File: src/rtl/ww_pkg.sv
package ww_pkg;

	localparam int WORD_W = 16;
	localparam int ADDR_W = 11;
	localparam int OP_W = 5;
	localparam int TP_COUNT = 8;	// Time pulses per instruction

	localparam logic [ADDR_W-1:0] MEM_BASE = 11'o3740;
	localparam int MEM_WORDS = 32;
	localparam int FF_WORDS = 5;	// Writable words at the bottom
	localparam int MEM_IDX_W = 5;

	// APB byte offsets
	localparam logic [7:0] REG_CONTROL = 8'h00;
	localparam logic [7:0] REG_STATUS = 8'h04;
	localparam logic [7:0] REG_AC = 8'h08;
	localparam logic [7:0] REG_PC = 8'h0C;
	localparam logic [7:0] MEM_WINDOW = 8'h80;

	typedef enum logic [OP_W-1:0] {
		op_halt = 5'o00,
		op_ts = 5'o10,	// Transfer to storage
		op_td = 5'o11,	// Transfer digits into the address part
		op_cp = 5'o16,	// Conditional program
		op_sp = 5'o17,	// Unconditional subprogram jump
		op_ca = 5'o20,
		op_cs = 5'o21,
		op_ad = 5'o22,
		op_su = 5'o23
	} ww_op_t;

	typedef struct packed {
		ww_op_t op;
		logic [ADDR_W-1:0] addr;
	} ww_instr_t;

	typedef struct packed {
		logic sign;
		logic [WORD_W-2:0] mag;
	} ww_data_t;

	// Same word seen as an order or as a number
	typedef union packed {
		ww_instr_t instr;
		ww_data_t data;
	} ww_word_t;

	typedef struct packed {
		logic wr;
		logic addr_only;	// Only the low 11 bits change
		logic [ADDR_W-1:0] addr;
		ww_word_t data;
	} mem_req_t;

	typedef struct packed {
		logic wr;
		logic [MEM_IDX_W-1:0] idx;
		ww_word_t data;
	} panel_mem_t;

	typedef struct packed {
		logic go;
		ww_op_t op;
		ww_word_t operand;
	} ae_cmd_t;

endpackage

File: src/rtl/ww_control_panel.sv
`timescale 1ns/1ps

module ww_control_panel import ww_pkg::*; (
	input logic clk,
	input logic reset,
	input logic psel,
	input logic penable,
	input logic pwrite,
	input logic [7:0] paddr,
	input logic [WORD_W-1:0] pwdata,
	output logic [WORD_W-1:0] prdata,
	output logic pready,
	output logic pslverr,
	input logic running,
	input logic alarm,
	input ww_word_t ac,
	input logic [ADDR_W-1:0] pc,
	output logic start,
	output logic [ADDR_W-1:0] start_pc,
	output panel_mem_t mem,
	input ww_word_t mem_rdata
);
	logic access;
	logic is_mem;
	logic is_ctrl;
	logic is_ro;
	logic err;
	logic wr_ok;
	logic [7:0] mem_off;
	logic [ADDR_W-1:0] start_sw;	// Start address switches

	assign access = psel && penable;
	assign mem_off = paddr - MEM_WINDOW;
	assign is_mem = (paddr >= MEM_WINDOW) && (paddr[1:0] == 2'b00);
	assign is_ctrl = paddr == REG_CONTROL;
	assign is_ro = paddr inside {REG_STATUS, REG_AC, REG_PC};

	// Bad address, read only target, or panel write while the machine runs
	assign err = !(is_mem || is_ctrl || is_ro) ||
		(pwrite && is_ro) ||
		(pwrite && running && (is_ctrl || is_mem));

	assign pready = 1'b1;	// Never waits
	assign pslverr = access && err;
	assign wr_ok = access && pwrite && !err;

	assign start = wr_ok && is_ctrl;	// One cycle in the access phase
	assign start_pc = pwdata[ADDR_W-1:0];

	assign mem.wr = wr_ok && is_mem;
	assign mem.idx = mem_off[MEM_IDX_W+1:2];
	assign mem.data = pwdata;

	always_ff @(posedge clk or negedge reset) begin
		if (!reset) begin
			start_sw <= '0;
		end else if (start) begin
			start_sw <= start_pc;
		end
	end

	always_comb begin
		prdata = '0;
		if (is_mem) begin
			prdata = mem_rdata;
		end else begin
			case (paddr)
				REG_CONTROL: prdata = {{(WORD_W-ADDR_W){1'b0}}, start_sw};
				REG_STATUS: prdata = {{(WORD_W-2){1'b0}}, alarm, running};
				REG_AC: prdata = ac;
				REG_PC: prdata = {{(WORD_W-ADDR_W){1'b0}}, pc};
				default: prdata = '0;
			endcase
		end
	end

endmodule

File: src/rtl/ww_sequencer.sv
`timescale 1ns/1ps

module ww_sequencer import ww_pkg::*; (
	input logic clk,
	input logic reset,
	input logic start,
	input logic [ADDR_W-1:0] start_pc,
	output mem_req_t mem,
	input ww_word_t mem_rdata,
	output ae_cmd_t cmd,
	input ww_word_t ac,
	input logic overflow,
	output logic running,
	output logic alarm,
	output logic [ADDR_W-1:0] pc
);
	logic [$clog2(TP_COUNT)-1:0] tp_cnt;
	logic [TP_COUNT-1:0] tp;	// tp[0] is tp1
	logic lead;	// Idle cycle between start and tp1
	logic [ADDR_W-1:0] ss;	// Storage switch address
	ww_word_t pr;	// Program register
	ww_op_t op;
	logic is_arith;
	logic is_store;
	logic is_jump;
	logic stop_op;

	assign tp = (running && !lead) ? (TP_COUNT'(1) << tp_cnt) : '0;

	// Control switch decode
	assign op = pr.instr.op;
	assign is_arith = op inside {op_ca, op_cs, op_ad, op_su};
	assign is_store = op inside {op_ts, op_td};
	assign is_jump = (op == op_sp) || (op == op_cp && ac.data.sign);	// cp on negative ac
	assign stop_op = !(is_arith || is_store || op inside {op_cp, op_sp});	// halt or unknown

	assign mem.wr = tp[5] && is_store;
	assign mem.addr_only = op == op_td;
	assign mem.addr = ss;
	assign mem.data = ac;

	assign cmd.go = tp[5] && is_arith;
	assign cmd.op = op;
	assign cmd.operand = mem_rdata;

	always_ff @(posedge clk or negedge reset) begin
		if (!reset) begin
			running <= 1'b0;
			alarm <= 1'b0;
			lead <= 1'b0;
			tp_cnt <= '0;
			pc <= '0;
			ss <= '0;
			pr <= '0;
		end else if (start) begin
			running <= 1'b1;
			alarm <= 1'b0;
			lead <= 1'b1;
			tp_cnt <= '0;
			pc <= start_pc;
		end else if (running) begin
			lead <= 1'b0;
			if (!lead) begin
				tp_cnt <= tp_cnt + 1'b1;	// Wraps back to tp1 after tp8
			end
			if (tp[0]) begin
				ss <= pc;
			end
			if (tp[1]) begin
				pr <= mem_rdata;
				pc <= pc + 1'b1;
			end
			if (tp[3]) begin
				ss <= pr.instr.addr;	// Operand address
			end
			if (tp[5] && is_jump) begin
				pc <= pr.instr.addr;
			end
			if (tp[5] && overflow) begin
				alarm <= 1'b1;
			end
			// Alarm raised at tp6 also stops the machine here
			if (tp[7] && (stop_op || alarm)) begin
				running <= 1'b0;
			end
		end
	end

endmodule

File: src/rtl/ww_storage.sv
`timescale 1ns/1ps

module ww_storage import ww_pkg::*; (
	input logic clk,
	input logic reset,
	input mem_req_t req,
	output ww_word_t rdata,
	input panel_mem_t panel,
	output ww_word_t panel_rdata
);
	ww_word_t mem [MEM_WORDS];	// Flip-flop words first, then toggle switches
	logic [ADDR_W-1:0] offset;
	logic [MEM_IDX_W-1:0] prog_idx;
	logic in_range;
	logic prog_we;

	// Storage switch decode
	assign offset = req.addr - MEM_BASE;
	assign in_range = offset[ADDR_W-1:MEM_IDX_W] == '0;
	assign prog_idx = offset[MEM_IDX_W-1:0];
	assign prog_we = req.wr && in_range && (prog_idx < MEM_IDX_W'(FF_WORDS));

	assign rdata = in_range ? mem[prog_idx] : '0;
	assign panel_rdata = mem[panel.idx];

	always_ff @(posedge clk or negedge reset) begin
		if (!reset) begin
			for (int i = 0; i < FF_WORDS; i++) begin
				mem[i] <= '0;	// Flip-flop storage clears to zero
			end
		end else if (panel.wr) begin
			mem[panel.idx] <= panel.data;
		end else if (prog_we) begin
			if (req.addr_only) begin
				mem[prog_idx].instr.addr <= req.data.instr.addr;	// td keeps the op field
			end else begin
				mem[prog_idx] <= req.data;
			end
		end
	end

endmodule

File: src/rtl/ww_arith.sv
`timescale 1ns/1ps

module ww_arith import ww_pkg::*; (
	input logic clk,
	input logic reset,
	input ae_cmd_t cmd,
	output ww_word_t ac,
	output logic overflow
);
	logic is_load;
	logic is_add;
	logic negate;
	logic [WORD_W-1:0] addend;
	logic [WORD_W:0] raw_sum;
	logic [WORD_W-1:0] sum;

	assign is_load = cmd.op inside {op_ca, op_cs};
	assign is_add = cmd.op inside {op_ad, op_su};
	assign negate = cmd.op inside {op_cs, op_su};	// Ones' complement negation
	assign addend = negate ? ~cmd.operand : cmd.operand;

	assign raw_sum = {1'b0, ac} + {1'b0, addend};
	// End-around carry never carries twice
	assign sum = raw_sum[WORD_W-1:0] + {{(WORD_W-1){1'b0}}, raw_sum[WORD_W]};

	// Like signs in, other sign out
	assign overflow = cmd.go && is_add &&
		(ac.data.sign == addend[WORD_W-1]) &&
		(sum[WORD_W-1] != ac.data.sign);

	always_ff @(posedge clk or negedge reset) begin
		if (!reset) begin
			ac <= '0;
		end else if (cmd.go && is_load) begin
			ac <= addend;
		end else if (cmd.go && is_add) begin
			ac <= sum;	// Wrapped sum kept on overflow
		end
	end

endmodule

File: src/rtl/ww_top.sv
`timescale 1ns/1ps

module ww_top import ww_pkg::*; (
	input logic clk,
	input logic reset,
	input logic psel,
	input logic penable,
	input logic pwrite,
	input logic [7:0] paddr,
	input logic [WORD_W-1:0] pwdata,
	output logic [WORD_W-1:0] prdata,
	output logic pready,
	output logic pslverr
);
	logic start;
	logic [ADDR_W-1:0] start_pc;
	logic running;
	logic alarm;
	logic [ADDR_W-1:0] pc;
	ww_word_t ac;
	logic overflow;
	mem_req_t mem_req;
	ww_word_t mem_rdata;
	panel_mem_t panel_mem;
	ww_word_t panel_rdata;
	ae_cmd_t cmd;

	ww_control_panel u_panel (
		.clk(clk),
		.reset(reset),
		.psel(psel),
		.penable(penable),
		.pwrite(pwrite),
		.paddr(paddr),
		.pwdata(pwdata),
		.prdata(prdata),
		.pready(pready),
		.pslverr(pslverr),
		.running(running),
		.alarm(alarm),
		.ac(ac),
		.pc(pc),
		.start(start),
		.start_pc(start_pc),
		.mem(panel_mem),
		.mem_rdata(panel_rdata)
	);

	ww_sequencer u_seq (
		.clk(clk),
		.reset(reset),
		.start(start),
		.start_pc(start_pc),
		.mem(mem_req),
		.mem_rdata(mem_rdata),
		.cmd(cmd),
		.ac(ac),
		.overflow(overflow),
		.running(running),
		.alarm(alarm),
		.pc(pc)
	);

	ww_storage u_storage (
		.clk(clk),
		.reset(reset),
		.req(mem_req),
		.rdata(mem_rdata),
		.panel(panel_mem),
		.panel_rdata(panel_rdata)
	);

	ww_arith u_arith (
		.clk(clk),
		.reset(reset),
		.cmd(cmd),
		.ac(ac),
		.overflow(overflow)
	);

endmodule

File: config.mk
export PLATFORM = sky130hd
export DESIGN_NAME = ww_top
export DESIGN_NICKNAME = d
export VERILOG_FILES = /design/src/rtl/ww_pkg.sv /design/src/rtl/ww_control_panel.sv /design/src/rtl/ww_sequencer.sv /design/src/rtl/ww_storage.sv /design/src/rtl/ww_arith.sv /design/src/rtl/ww_top.sv
export SDC_FILE = /design/constraint.sdc
export NUM_CORES = 2
export LEC_CHECK = 0
export BUFFER_PORTS_ARGS = -buffer_cell sky130_fd_sc_hd__buf_4
export CORE_UTILIZATION = 60
export DETAILED_ROUTE_END_ITERATION = 12
export PLACE_DENSITY = 0.74
export SYNTH_ARGS = -nofsm -noshare
export SYNTH_HDL_FRONTEND = slang
export SYNTH_HIERARCHICAL = 1
export SYNTH_SLANG_ARGS = --single-unit
File: constraint.sdc
create_clock -name clk -period 16.41 [get_ports clk]
set_input_delay 0.8205 -clock clk [delete_from_list [all_inputs] [get_ports clk]]
set_output_delay 0.8205 -clock clk [all_outputs]
set_load 0.005 [all_outputs]
* Word level (Yosys, flattened, before mapping) *
Index checks and enable logic that the tools add are counted.

cells by class
  add/sub/neg operators = 6
  order comparisons = 6
  equal/unequal tests = 14
  shift-type cells = 1
  mux-type cells = 42
  bitwise gates (word level) = 4
  reduce and logical (&&, ||, !) cells = 59

operators with widths
  operator                  number
  $bwmux W512               3
  $mux W512                 3
  $demux W16 S5             3
  $mux W16                  11
  $bmux W16 S5              2
  $mux W11                  7
  $pmux W16 S4              1
  $logic_and A1 B1 Y1       25
  $eq A5 B4 Y1 const B      4
  $eq A5 B5 Y1 const B      4
  $reduce_bool A2 Y1        10
  $add A16 B16 Y17          1
  $add A16 B1 Y16           1
  $eq A8 B4 Y1 const B      2
  $not A16 Y16              1
  $ge A6 B6 Y1 const B      2
  $lt A6 B1 Y1 const B      2
  $not A5 Y6                2
  $add A11 B1 Y11 const B   1
  $sub A11 B11 Y11 const B  1
  $mux W3                   3
  $eq A8 B3 Y1 const B      1
  $ge A8 B8 Y1 const B      1
  $logic_not A8 Y1          1
  18 further kinds          40

storage, ports and cells
  register bits after elaboration = 583
  input port bits = 29
  word-level logic and storage cells = 173

* Logic depth before layout (Yosys ltp) *
  word-level depth = 16
  depth in mapped cells = 29
  depth with buffers taken out = 25

* Modules after synthesis *
The synthesis kept the hierarchy.

by module, submodules not included
  module            instances  cells an instance  area an instance (µm²)  sequential area each (µm²)
  ww_storage        1          2069               29156.7                 14974.4
  ww_sequencer      1          276                2702.6                  1101.1
  ww_arith          1          243                1995.7                  400.4
  ww_control_panel  1          114                1188.6                  275.3

* Least setup slack after synthesis *
OpenSTA, ideal clock, no wires.

  path kind = flip-flop to flip-flop
  from = reg u_seq.ss[0]
  to = reg u_arith/ac[10] (netlist name)
  setup time = 0.118 ns
  data arrival time = 5.229 ns
  path slack = 11.063 ns
  cell stages (with the launch flop) = 28
  buffers on the path = 3
  clock period less this slack = 5.347 ns
  cell sequence = dfrtp_1 buf_4 buf_4 mux4_2 mux4_2 o21a_1 buf_4 xor2_1 ha_1 inv_1 fa_1 nand3b_1 a211oi_1 or3_1 a31o_2 a21oi_1 nor2b_1 o21ai_0 nand2b_1 ha_1 ha_1 and2_1 nand4_1 or2_1 nor3_2 xnor2_1 a211oi_1 a21o_1

RTL lines
  element                 line                text
  from (decl)             ww_sequencer.sv:20  logic [ADDR_W-1:0] ss;
  from (signal assigned)  ww_sequencer.sv:67  ss <= pc;
  from (signal assigned)  ww_sequencer.sv:74  ss <= pr.instr.addr;
  to (signal assigned)    ww_arith.sv:35      ac <= addend;
  to (signal assigned)    ww_arith.sv:37      ac <= sum;
  to (decl)               ww_arith.sv:7       output ww_word_t ac,

==> results.txt <==
Worst Tran Pin Value = 1460 ps
Top cell by count, worst path = ha_1
Die width = 244 µm
Post_cts resized = 0
GRT Resource Usage Total = 42.2%
Final wirelength = 126 mm
Final Power = 3.00 mW
Warnings, synthesis = 6
Critical path start-end classification = reg2reg
RR Endpoint = u_arith/ac[10]$_DFFE_PN0P_
H-tree depth = 2
Clock share of power = 42.6%
Post-synth EDFFs = 432
Setup_tns = 0 ps
Final Non-Filler Cells = 3,330
RSZ-0062 raised after global routing = false
Crit path largest cell delay = 1280 ps
Largest net degree at the start of global routing = 109
DRT iter0 DRCs = 5,511
Main combinational cell family by area after synthesis = multiplexers
DR pass1 iterations = 8
Sw Share = 23.3%
Fin. Hold Viols = 0
GR Overflow Total = 0
Status = finished, violations left
Post-route DRC = 0
Initial core utilization = 60.7%
Worst Path Arrival = 8360 ps
Final worst path period share = 47.5%
Primary FF master, synth = edfxtp_1
Yosys reg bits = 583
CTS tree = yes
Leakage = 12.1 nW
Vias in the first global route = 26,500
Maximum buffer depth of the clock tree = 3
Max Clock Freq = 128 MHz
Share of layout cells above drive strength 1 = 24.9%
Final nets = 2,574
Area grow syn2layout = 5.12%
Adder-Cell Fraction of Synth Area = 1.02%
Crit. End Element = flip-flop
Post-synthesis simple-gate area fraction = 6.24%
XOR/XNOR share of the synthesized area = 1.19%
Setup violations, final = 0
Worst-path cell chain = buf_4 -> buf_4 -> mux4_2 -> mux2i_1 -> a2111oi_0 -> xor2_1 -> ha_1 -> a21oi_1 -> o211ai_1 -> or3_1 -> a31o_2 -> a21oi_1 -> nor2b_1 -> o21ai_0 -> nand2b_1 -> ha_1 -> ha_1 -> and2_1 -> nand4_1 -> or2_1 -> nor3_2 -> xnor2_1 -> a211oi_1 -> a21o_1
Sequential-to-total area share from yosys stat = 47.8%
Maxcap violations = 1
Combinational Power Share = 5.0%
Net Sw Power = 0.698 mW
Clock latency on the worst-skew pair = 660 ps
Slew Limit Fails = 1
Failing checks = max-capacitance violations, max-slew violations
Setup bufs post-CTS = 0
Antenna violations before repair = 2
Mapped Avg Cell Area = 13.0 µm²
CP Launch Type = flip-flop
Yosys top cell area share = 37.0%
Req. time, crit path = 16,990 ps
Clock sinks = 583
Max_slew headroom = -0.0867%
Seq pwr share = 52.5%
Synth unique cells = 96
Dpl hpwl = 82.0 mm
CP max-delay cell = a2111oi_0
Ys async rst share = 25.9%
# rows = 88
Antenna viol nets, final = 0
Num CTS Buffers = 60
Area contributors post-synth = edfxtp_1 (37%), mux4_2 (17%), dfrtp_1 (11%), o22ai_1 (8.3%), mux2_2 (4.3%)
Cts hold-fix bufs = 0
Global placement routability congestion = 0.996
Hold Path Class = in2async
First-pass GRT wire length = 183 mm
Syn Inst Count = 2,702
Critical-path maximum fanout = 46
Clock root buffer = clkbuf_16
Final min period = 7790 ps
IO Pins = 47
Die ar. = 59,400 µm²
Compound-gate portion of the synthesized area = 15.3%
R2R cell count = 24
R2R setup slack = 8620 ps
Drt wl/cell = 37.8 µm
PD cells = 81.5 nW/µm²
Post-synth top area cell = edfxtp_1
Cell Area, Synth = 35,000 µm²
Clock slew at reported path FFs = 60 ps
Worst VDD drop = 0.0791 mV
Multiplexer area fraction after synthesis = 23.0%
Internal power component = 2.30 mW
Setup Skew = 35.7 ps
DR vias = 27,900
Placed Cells = 3,220
Worst r2r src = u_seq/ss[1]$_DFFE_PN0P_
Diode count = 0
Vias per inst = 8.37
Core Region = 57,700 µm²
Port bufs = 45
Die H = 244 µm
Synthesized net count = 2,759
Util after Layout = 63.9%
## synthesized netlist by cell type, types with 45 or more instances
| cell type | number |
|---|---|
| edfxtp_1 | 432 |
| mux2_2 | 133 |
| buf_2 | 45 |
| o22ai_1 | 465 |
| a22o_1 | 65 |
| dfrtp_1 | 151 |
| a22oi_1 | 80 |
| nand2_1 | 158 |
| o21ai_0 | 45 |
| clkbuf_1 | 200 |
| buf_4 | 86 |
| mux4_2 | 265 |
| nor2_1 | 97 |
## flip-flops by register name (all words and copies together), names as in the netlist
register and flops:
u_arith/ac 16, u_panel/start_sw 11, u_seq/alarm 1, u_seq/lead 1, u_seq/pc 11, u_seq/pr 16, u_seq/running 1, u_seq/ss 11
u_seq/tp_cnt 3, u_storage/mem 512
## through the flow
step	hold WS (ps)	setup slack, ps	cell area, µm²
finish	113	8620	36800
CTS	110	8790	36800
floorplan	442	11060	35000
global route	140	8440	36800
detailed placement	474	8840	35100
global placement	457	8900	35100
## logic make-up (layout without fill, tap and decap cells)
family                   count (synthesis)  after routing
buffers and inverters                  380            243
flip-flops                             583            583
AND/OR/NAND/NOR                        433            433
AO/OA/AOI/OAI                          780            780
adder cells (fa/ha/maj)                 28             28
XOR/XNOR                                45             45
other                                    1              1
multiplexers                           452            452
## placed cells by master (no fill, tap or decap), drive strengths merged, types with 11 or more instances in the layout
master	count
mux2i	44
and3	13
edfxtp	432
nand3	27
a22oi	80
xor2	26
nand4	23
a22o	65
clkbuf	78
ha	27
and2	26
nor3	12
buf	115
a21oi	15
xnor2	18
o21ai	50
nor2	98
nor2b	16
clkinv	31
o22ai	465
a211oi	12
mux4	265
nand2	159
mux2	143
a2111oi	11
inv	18
dfrtp	151
## worst max path at each step
stage | from | end | slack [ps]
after global placement | u_seq/ss[1]$_DFFE_PN0P_ | u_arith/ac[10]$_DFFE_PN0P_ | 8900
after global routing | u_seq/ss[1]$_DFFE_PN0P_ | u_arith/ac[8]$_DFFE_PN0P_ | 8440
after detailed placement | u_seq/ss[1]$_DFFE_PN0P_ | u_arith/ac[10]$_DFFE_PN0P_ | 8840
final | u_seq/ss[1]$_DFFE_PN0P_ | u_arith/ac[10]$_DFFE_PN0P_ | 8620
after floorplan | u_seq/ss[0]$_DFFE_PN0P_ | u_arith/ac[10]$_DFFE_PN0P_ | 11060
after CTS | u_seq/ss[1]$_DFFE_PN0P_ | u_arith/ac[10]$_DFFE_PN0P_ | 8790
## power groups by stage
stage	Clock, mW	Combinational (mW)	Sequential (mW)
2_1_floorplan	0	0.0878	1.60
3_3_place_gp	0	0.138	1.60
3_5_place_dp	0	0.139	1.60
4_1_cts	1.28	0.140	1.57
5_1_grt	1.33	0.150	1.57
6_report	1.28	0.149	1.57
## critical path, delay by kind of cell (launching register included)
kind | cells | cell delay, ps
XOR/XNOR | 2 | 350
adder cells (fa/ha/maj) | 3 | 860
multiplexers | 2 | 440
buffers and inverters | 2 | 1420
AO/OA/AOI/OAI | 8 | 2710
AND/OR/NAND/NOR | 7 | 1060
flip-flops | 1 | 800
## cell type report
type | instances | area, µm²
clock buffers | 78 | 1600
clock inverters | 32 | 154
fillers | 4303 | 20900
multi-input cells | 1739 | 16400
well taps | 765 | 957
flip-flops and latches | 583 | 16800
repair buffers | 115 | 891
inverters | 18 | 67.6
## metal layers
metal,vias up,routed length (µm),GRT usage [%]
met3,617,21000,13.9
met2,2958,53700,60.8
met1,13700,40400,55.0
met5,-,86,0.899
met4,4,10700,27.1
li1,10600,-,-
Note: power is estimated with default switching activity, not from simulation.
